File: config.mk
export PLATFORM = sky130hd
export DESIGN_NAME = forward_unit_flat
export DESIGN_NICKNAME = d
export VERILOG_FILES = /design/src/hdl/rv_pkg.sv /design/src/hdl/rv_ifs.sv /design/src/hdl/forward_unit.sv /design/src/flat_wrapper.sv
export SDC_FILE = /design/constraint.sdc
export NUM_CORES = 1
export LEC_CHECK = 0
export BUFFER_PORTS_ARGS = -buffer_cell sky130_fd_sc_hd__buf_2
export CAP_MARGIN = 20
export CELL_PAD_IN_SITES_DETAIL_PLACEMENT = 0
export CELL_PAD_IN_SITES_GLOBAL_PLACEMENT = 1
export CORE_ASPECT_RATIO = 1.2
export CORE_MARGIN = 8
export CORE_UTILIZATION = 10
export DETAILED_ROUTE_END_ITERATION = 10
export GPL_TIMING_DRIVEN = 0
export PLACE_DENSITY_LB_ADDON = 0.1
export SETUP_SLACK_MARGIN = 0.3
export SLEW_MARGIN = 0
export SYNTH_ARGS = -nofsm -noshare
export SYNTH_HDL_FRONTEND = slang
export SYNTH_SLANG_ARGS = --single-unit
File: constraint.sdc
create_clock -name vclk -period 2.1
set_input_delay 0.42 -clock vclk [all_inputs]
set_output_delay 0.42 -clock vclk [all_outputs]
set_load 0.02 [all_outputs]
File: src/hdl/rv_pkg.sv
//====================
// rv32i core package
//====================
package rv_pkg;

    // widths that carry a meaning
    typedef logic [31:0] xlen_t;     // register and memory data word
    typedef logic [31:0] addr_t;     // byte address
    typedef logic [31:0] instr_t;    // raw instruction word
    typedef logic [4:0]  reg_idx_t;  // x0..x31

    // alu operation, PASS_B lets jal carry a zero operand
    typedef enum logic [2:0] {
        ADD,
        SUB,
        AND,
        OR,
        SLT,
        PASS_B
    } alu_op_e;

    // source of the register write in writeback
    typedef enum logic [1:0] {
        ALU,
        MEM,
        LINK
    } wb_sel_e;

    // where an execute operand comes from
    typedef enum logic [1:0] {
        REG,       // value read in decode
        FROM_MEM,  // result sitting in the memory stage
        FROM_WB    // result sitting in writeback
    } fwd_sel_e;

    //====================
    // rv32i major opcodes
    localparam logic [6:0] OP_R      = 7'b0110011;  // add sub and or slt
    localparam logic [6:0] OP_I      = 7'b0010011;  // addi
    localparam logic [6:0] OP_LOAD   = 7'b0000011;  // lw
    localparam logic [6:0] OP_STORE  = 7'b0100011;  // sw
    localparam logic [6:0] OP_BRANCH = 7'b1100011;  // beq
    localparam logic [6:0] OP_JAL    = 7'b1101111;
    localparam logic [6:0] OP_SYSTEM = 7'b1110011;  // ecall, used as halt

    localparam instr_t NOP_INSTR = 32'h0000_0013;   // addi x0,x0,0
    localparam addr_t  PC_STEP   = 32'd4;

endpackage

File: src/hdl/rv_ifs.sv
`timescale 1ns/10ps
//====================
// pipeline interfaces
//====================

// decoded instruction from decode to execute, redirect comes back
interface de_if;
    import rv_pkg::*;

    logic     valid;      // low for bubbles and flushed slots
    reg_idx_t rs1;
    reg_idx_t rs2;
    reg_idx_t rd;
    xlen_t    rs1_data;   // register file value incl. write-through
    xlen_t    rs2_data;
    xlen_t    imm;        // sign extended, format picked by decoder
    addr_t    pc;
    alu_op_e  alu_op;
    logic     use_imm;    // operand b is imm instead of rs2
    logic     is_branch;  // beq
    logic     is_jal;
    logic     mem_wr;     // sw
    logic     reg_wr;
    wb_sel_e  wb_sel;
    logic     halt;       // ecall marker
    logic     flush;      // taken branch or jal in execute
    addr_t    target;     // pc + imm of the redirecting instruction

    modport front (
        output valid, rs1, rs2, rd, rs1_data, rs2_data, imm, pc, alu_op,
               use_imm, is_branch, is_jal, mem_wr, reg_wr, wb_sel, halt,
        input  flush, target
    );

    modport back (
        input  valid, rs1, rs2, rd, rs1_data, rs2_data, imm, pc, alu_op,
               use_imm, is_branch, is_jal, mem_wr, reg_wr, wb_sel, halt,
        output flush, target
    );

    modport fwd (
        input rs1, rs2
    );
endinterface

// write information of the memory and writeback stages
interface wb_if;
    import rv_pkg::*;

    reg_idx_t rd_m;
    logic     reg_wr_m;
    xlen_t    alu_m;     // forwardable result in memory stage
    reg_idx_t rd_w;
    logic     reg_wr_w;
    xlen_t    data_w;    // final writeback data

    modport driver (
        output rd_m, reg_wr_m, alu_m, rd_w, reg_wr_w, data_w
    );

    modport reader (
        input rd_m, reg_wr_m, alu_m, rd_w, reg_wr_w, data_w
    );
endinterface

File: src/hdl/forward_unit.sv
`timescale 1ns/10ps
//====================
// operand forwarding
//====================
module forward_unit (
    de_if.fwd                de,
    wb_if.reader             wb,
    output rv_pkg::fwd_sel_e fwd_a,
    output rv_pkg::fwd_sel_e fwd_b
);
    import rv_pkg::*;

    logic mem_live;  // memory stage will write a real register
    logic wb_live;   // same for writeback

    // newest producer wins, so memory is checked first
    // a load in memory only has its address in alu_m, programs keep
    // one instruction between a load and its first use
    function automatic fwd_sel_e pick(input reg_idx_t rs);
        if (mem_live && (wb.rd_m == rs)) return FROM_MEM;
        if (wb_live && (wb.rd_w == rs)) return FROM_WB;
        return REG;
    endfunction

    assign mem_live = wb.reg_wr_m && (wb.rd_m != '0);
    assign wb_live  = wb.reg_wr_w && (wb.rd_w != '0);

    assign fwd_a = pick(de.rs1);
    assign fwd_b = pick(de.rs2);   // also feeds sw store data

endmodule

File: src/flat_wrapper.sv
// flat-port wrapper written by rule: the top's interface ports become plain ports
module forward_unit_flat import rv_pkg::*;
  (fwd_a, fwd_b, de_rs1, de_rs2, wb_rd_m, wb_reg_wr_m, wb_alu_m, wb_rd_w, wb_reg_wr_w, wb_data_w);
  de_if de_i ();
  wb_if wb_i ();
  output rv_pkg::fwd_sel_e fwd_a;
  output rv_pkg::fwd_sel_e fwd_b;
  input wire logic [$bits(de_i.rs1)-1:0] de_rs1;
  input wire logic [$bits(de_i.rs2)-1:0] de_rs2;
  input wire logic [$bits(wb_i.rd_m)-1:0] wb_rd_m;
  input wire logic [$bits(wb_i.reg_wr_m)-1:0] wb_reg_wr_m;
  input wire logic [$bits(wb_i.alu_m)-1:0] wb_alu_m;
  input wire logic [$bits(wb_i.rd_w)-1:0] wb_rd_w;
  input wire logic [$bits(wb_i.reg_wr_w)-1:0] wb_reg_wr_w;
  input wire logic [$bits(wb_i.data_w)-1:0] wb_data_w;
  assign de_i.rs1 = de_rs1;
  assign de_i.rs2 = de_rs2;
  assign wb_i.rd_m = wb_rd_m;
  assign wb_i.reg_wr_m = wb_reg_wr_m;
  assign wb_i.alu_m = wb_alu_m;
  assign wb_i.rd_w = wb_rd_w;
  assign wb_i.reg_wr_w = wb_reg_wr_w;
  assign wb_i.data_w = wb_data_w;
  forward_unit u_core (.de(de_i), .wb(wb_i), .fwd_a(fwd_a), .fwd_b(fwd_b));
endmodule
# Word level (Yosys, flattened, before mapping)
# Cells that the tools add are included.
[word_totals] regBits=0 latch_bits=0 ram_bits=0 romBits=0 input_bits=86 output_inout_bits=4 wordCells=26 n_memories=0
[classes] add_sub_neg=0 n_mul=0 n_div=0 order_cmp=0 eq_ne=4 shift=0 mux=14 bitwise_logic=0 n_reduce_logical=8
[ops] cell="5-bit equality test" count=4
[ops] cell="2-bit two-way mux" count=8
[ops] cell="5-bit nonzero test" count=2
[ops] cell="1-bit logical AND" count=6
[ops] cell="1-bit two-way mux" count=6

# Logic depth before layout (Yosys ltp)
# Gate-level depths: netlist of the first run.
[depth] word_depth=7 ltp_mapped=4 depth_no_buf=4

# Least setup slack after synthesis of the first run
# OpenSTA, ideal clock, no wires.
[synth_timing] path_type="input to output" start="input wb_rd_m[4]" end="output fwd_b[1]" arrival_ps=1768 required_ps=1680 path_slack_ps=-88 cell_stages=4 n_path_buf=0 cell_sequence="or4_1 > o21ai_2 > nor4_1 > nor4_2"
[synth_between] elab_chain_len=5 elab_cells_between_ends=6 cone_classes="eq/ne: 1; mux: 2; reduce/logical: 3"
[synth_rtl] element="start: declaration" line="flat_wrapper.sv:10" source="input wire logic [$bits(wb_i.rd_m)-1:0] wb_rd_m;"
[synth_rtl] element="5-bit nonzero test" line="forward_unit.sv:25" source="assign mem_live = wb.reg_wr_m && (wb.rd_m != '0);"
[synth_rtl] element="1-bit logical AND" line="forward_unit.sv:25"
[synth_rtl] element="1-bit logical AND (*)" line="forward_unit.sv:20" source="if (mem_live && (wb.rd_m == rs)) return FROM_MEM;"
[synth_rtl] element="1-bit two-way mux (*)" line="forward_unit.sv:20"
[synth_rtl] element="2-bit two-way mux (*)" line="forward_unit.sv:21" source="if (wb_live && (wb.rd_w == rs)) return FROM_WB;"
[synth_rtl] element="end: declaration" line="flat_wrapper.sv:7" source="output rv_pkg::fwd_sel_e fwd_b;"
# Mark *: on every way between the ends. The rest lies on a longest branch, timed or not.

# Worst setup path after layout of the first run
[layout_timing] start="input wb_rd_m[1]" end="output fwd_a[1]"
[layout_between] elab_chain_len=5 elab_cells_between_ends=6 cone_classes="eq/ne: 1; mux: 2; reduce/logical: 3"
[layout_rtl] element="5-bit nonzero test" line="forward_unit.sv:25"
[layout_rtl] element="1-bit logical AND" line="forward_unit.sv:25"
[layout_rtl] element="1-bit logical AND (*)" line="forward_unit.sv:20"
[layout_rtl] element="1-bit two-way mux (*)" line="forward_unit.sv:20"
[layout_rtl] element="2-bit two-way mux (*)" line="forward_unit.sv:21"
[layout_rtl] element="end: declaration" line="flat_wrapper.sv:6" source="output rv_pkg::fwd_sel_e fwd_a;"
# Marks and branches as above.

==> results of run 1 <==
==> logic make-up after synthesis <==
logic type | synth area share
compound gates | 0.0324
xor+xnor | 0.648
simple gates | 0.319
==> final timing paths <==
kind / start / endpoint / cells past startpoint
setup / recovery: wb_rd_m[1] / fwd_a[1] / 6
hold / removal: wb_reg_wr_w / fwd_b[1] / 4
==> layer usage <==
layer	up-vias	wire, microns	track usage
met2	21	473	0.0801
met5	-	0	0
met1	147	675	0.0836
li1	179	-	-
met3	0	114	0.0184
met4	0	0	0
==> cells in the final DEF (no fill, tap or decap) <==
cell type and count:
buf_6 3, or4_1 1, nand4_1 2, buf_2 19
or4_4 1, xor2_1 4, buf_4 6, nand3_1 2
xnor2_1 16, buf_8 1, nor4_4 4, o21ai_4 1
nor2_2 1, nand2_1 2
==> cell type report <==
cell class	count	area (sq um)
fillers	309	1990
well taps	33	41.3
repair buffers	29	189
multi-input cells	34	332
==> Yosys cell counts (all sizes together) <==
master and count:
nand2 2, nand3 2, nand4 2, nor2 1
nor4 4, o21ai 1, or4 2, xnor2 16
xor2 4
==> where the power goes <==
| group | switching, W | internal, W | total (W) |
|---|---|---|---|
| Clock | 0 | 0 | 0 |
| Sequential | 0 | 0 | 0 |
| Combinational | 0.0000524 | 0.0000531 | 0.000106 |
==> worst max-delay path, stage by stage <==
cell     delay, ns
buf_8         0.09
or4_4         0.53
o21ai_4       0.21
nor4_4        0.07
nor4_4        0.14
buf_4         0.18
==> per-stage QoR <==
| step | util | hold slack (ns) |
|---|---|---|
| floorplan | - | 0.988 |
| global placement | 0.185 | 1.26 |
| detailed placement | 0.185 | 1.26 |
| CTS | 0.219 | 1.28 |
| global route | 0.220 | 1.31 |
| finish | 0.220 | 1.27 |
==> what timing repair did <==
| item | in CTS | in global routing |
|---|---|---|
| buffers inserted | 3 | 0 |
| endpoints found under the setup margin | 4 | 4 |
| pin swaps | 6 | 1 |
| resized for setup | 16 | 1 |
==> results by group, run 1 <==
Status
  – Outcome: complete, no violations

Floorplan
  – DIE AREA: 4630 sq um
  – Die height: around 73 microns
  – Core area: 2550 sq um
  – Die Width: 63.5 microns
  – Initial core utilization: 0.106
  – IO Pins: 90
  – Row cnt: 20

Finish
  – Seq_cells: 0
  – Final std cells w/o fill: 96
  – Nets: 151
  – Clock Buffer Count: 0
  – Antenna cell count: 0
  – Final Instance Area: approximately 560 sq um
  – Reg area: 0 sq um
  – Area Growth Syn to Fin: 108%
  – Share of cells above drive strength 1: 0.571

Place
  – # placed instances: 93
  – Post-Place Cell Area: 472 sq um
  – Pre-CTS setup slack: -0.105 ns
  – Placer Congestion: 0.693
  – Port buffer count: 26

Routing
  – Initial DRC count: 2
  – Initial DRT Pass Iterations: 4
  – DRC: 0
  – Wire per inst: 13.2 microns
  – Antenna-violating nets left: 0
  – Drt via density: 3.61
  – Final wirelength: 1260 microns
  – DR vias: 347

Yosys
  – Top cell type's share of synthesized area: 0.519
  – Mapped Area: between 200 and 300 sq um
  – Dominant cell type by area after synthesis: xnor2_1
  – Synth warn: 0
  – Mean Syn Cell Area: 7.95 sq um
  – Largest cells by area after synthesis: xnor2_1 (52%), xor2_1 (13%), nor4_2 (9.3%), or4_1 (5.6%), nand4_1 (4.6%)
  – Register area share after synthesis: 0
  – Count of different cell masters after synthesis: 10
  – Gate Count Post-Synth: 34
  – Syn_nets: 120

Global route
  – Largest net degree at the start of global routing: 4
  – First-pass GRT wire length: approximately 2200 microns
  – Vias in the first global route: 428
  – Initial antenna violation count: 0
  – All-Layer GR Usage: 0.0565
  – Grt ovf: 0

Timing
  – Final TNS setup: 0 ns
  – Relative slew slack: 0.801
  – Fin crit share: 0.981
  – Slew Limit Fails: 0
  – Peak Freq: approximately 490 MHz
  – RSZ-0062 raised after global routing: true
  – Setup ws final: 0.0390 ns
  – Fin crit period: 2.06 ns
  – Setup violations, final: 0
  – Fin. Hold Viols: 0
  – Worst-Margin Slew: 0.296 ns

Pwr
  – Worst-case vdd ir drop: 0.0522 mV
  – Leak: 0.205 nW
  – PnR Total Power: 0.000106 W
  – Pwr per Cell Area: 188 nW/um^2

Job
  – Maxcap violations: 0

Setup path
  – Critical Path RT: 1.68 ns
  – Worst endpoint data arrival time: 1.64 ns
  – CP Class: in2out
  – Startpoint types: primary input
  – CP max FO: 2
  – CP Capture Type: output port

CTS
  – Post-CTS Hold Buffers: 0

Hold path
  – Hold Crit Class: in2out
(Power assumes the default switching activity.)
==> run 2: changes to the inputs <==
==> constraint.sdc (replaced) <==
create_clock -name vclk -period 2.6
set_input_delay 0.52 -clock vclk [all_inputs]
set_output_delay 0.52 -clock vclk [all_outputs]
set_load 0.02 [all_outputs]
==> results by group, run 2 (synthesized netlist as in run 1, its figures left out) <==
Status
  – Outcome: complete, no violations

Finish
  – Area of the multi-input gates: 297 sq um
  – Share of cells above drive strength 1: 0.517
  – Nets: approximately 150
  – Antenna cell count: 0
  – Final design utilization: 0.192
  – Seq_cells: 0
  – Clock Buffer Count: 0
  – Area Growth Syn to Fin: 81.0%
  – Most frequent cells in the layout: buf_2 (22), xnor2_1 (16), xor2_1 (4)
  – Reg area: 0 sq um
  – Filler cell count: 309
  – Commonest non-fill, non-tap cell in the layout: buf_2

Global route
  – Met1 usage: 0.0767
  – Grt met2 use: 0.0767
  – All-Layer GR Usage: 0.0530
  – Grt ovf: 0
  – Vias in the first global route: 431
  – Grt peak-use layer: met2
  – First-pass GRT wire length: 2010 microns
  – Initial antenna violation count: 0
  – Largest net degree at the start of global routing: 4
  – M3 GR Usage: 0.0184

Floorplan
  – DIE AREA: 4630 sq um
  – IO Pins: 90
  – Die height: ~73 microns
  – Core area: 2550 sq um
  – Initial core utilization: 0.106
  – Die Width: 63.5 microns
  – Row cnt: 20

Setup path
  – Startpoint types: primary input
  – CP max FO: 3
  – Worst endpoint data arrival time: 1.78 ns
  – CP Capture Type: output port
  – Slowest cell on crit path: or4_4
  – Crit-path cells: buf_8 > or4_4 > o21ai_4 > nor4_1 > nor4_2 > buf_4
  – CP max stage delay: 0.53 ns
  – Critical Path RT: 2.08 ns
  – CP Class: in2out

Timing
  – Peak Freq: approximately 430 MHz
  – Worst-Margin Slew: between 0.5 and 0.6 ns
  – Relative slew slack: 0.647
  – Final TNS setup: 0 ns
  – Slew Limit Fails: 0
  – Fin crit period: between 2 and 2.5 ns
  – Hold Slack: about 1.4 ns
  – Fin. Hold Viols: 0
  – RSZ-0062 raised after global routing: true
  – Setup violations, final: 0
  – Fin crit share: 0.885

Hold path
  – Hold depth: 4
  – HP Start: wb_reg_wr_m
  – Hold worst-path end: fwd_b[0]
  – Hold Crit Class: in2out

Pwr
  – Clock power frac: 0
  – Worst-case vdd ir drop: ~0.044 mV
  – Leak: between 0.15 and 0.2 nW
  – Int Pwr: around 0.000039 W
  – P_sw: 0.0000358 W
  – Sequential share of power: 0
  – Net Sw Frac: 0.480
  – Pwr per Cell Area: 152 nW/um^2
  – Comb pwr share: 1.000

Routing
  – Initial DRT Pass Iterations: 2
  – DRC: 0
  – Wire per inst: approximately 13 microns
  – Drt via density: 3.61
  – Antenna-violating nets left: 0
  – Final wirelength: 1180 microns
  – Initial DRC count: 4
  – DR vias: about 340

Place
  – Port buffer count: 26
  – Placer Congestion: between 0.5 and 0.6

CTS
  – Post-CTS Hold Buffers: 0
  – Postcts setup bufs: 0

Job
  – Maxcap violations: 0
[run 2: critical path, delay by kind of cell]
family	cells	cell delay [ns]
simple gates	3	0.80
compound gates	1	0.17
buf+inv	2	0.29
[run 2: how the worst max path moves through the flow]
stage / start / endpoint / slack (ns)
after floorplan: wb_rd_m[4] / fwd_a[1] / 0.27
after global placement: wb_rd_m[4] / fwd_a[1] / 0.20
after detailed placement: wb_rd_m[4] / fwd_a[1] / 0.22
after CTS: wb_rd_m[4] / fwd_b[1] / 0.29
after global routing: wb_rd_m[4] / fwd_a[1] / 0.23
final: wb_rd_m[4] / fwd_a[1] / 0.30
[run 2: power by group through the flow]
stage	clock (W)	sequential (W)	combinational [W]
after CTS	0	0	0.0000760
after floorplan	0	0	0.0000340
after detailed placement	0	0	0.0000680
after global routing	0	0	0.0000833
final	0	0	0.0000746
after global placement	0	0	0.0000690
[run 2: repair_timing]
action / 4_1_cts / 5_1_grt
endpoints found under the setup margin: 2 / 2
gates resized for setup: 11 / 0
pin swaps: 1 / 0
[run 2: layer usage]
| metal | up-vias | routed length [microns] |
|---|---|---|
| met3 | 0 | 122 |
| met2 | 22 | 432 |
| li1 | 174 | - |
| met4 | 0 | 0 |
| met1 | 140 | 628 |
| met5 | - | 0 |
[run 2: cell type report]
class	count	share of cell area
tap	33	0.0844
timing repair buffer	26	0.309
multi-input combinational	34	0.606
[run 2: stage by stage]
stage | power, W | worst slack, ns | std cells | area [sq um]
CTS | 0.0000760 | 0.286 | 93 | 489
global placement | 0.0000690 | 0.203 | 93 | 442
finish | 0.0000746 | 0.300 | 93 | 489
global route | 0.0000833 | 0.226 | 93 | 489
floorplan | 0.0000340 | 0.268 | 34 | 270
detailed placement | 0.0000680 | 0.217 | 93 | 442
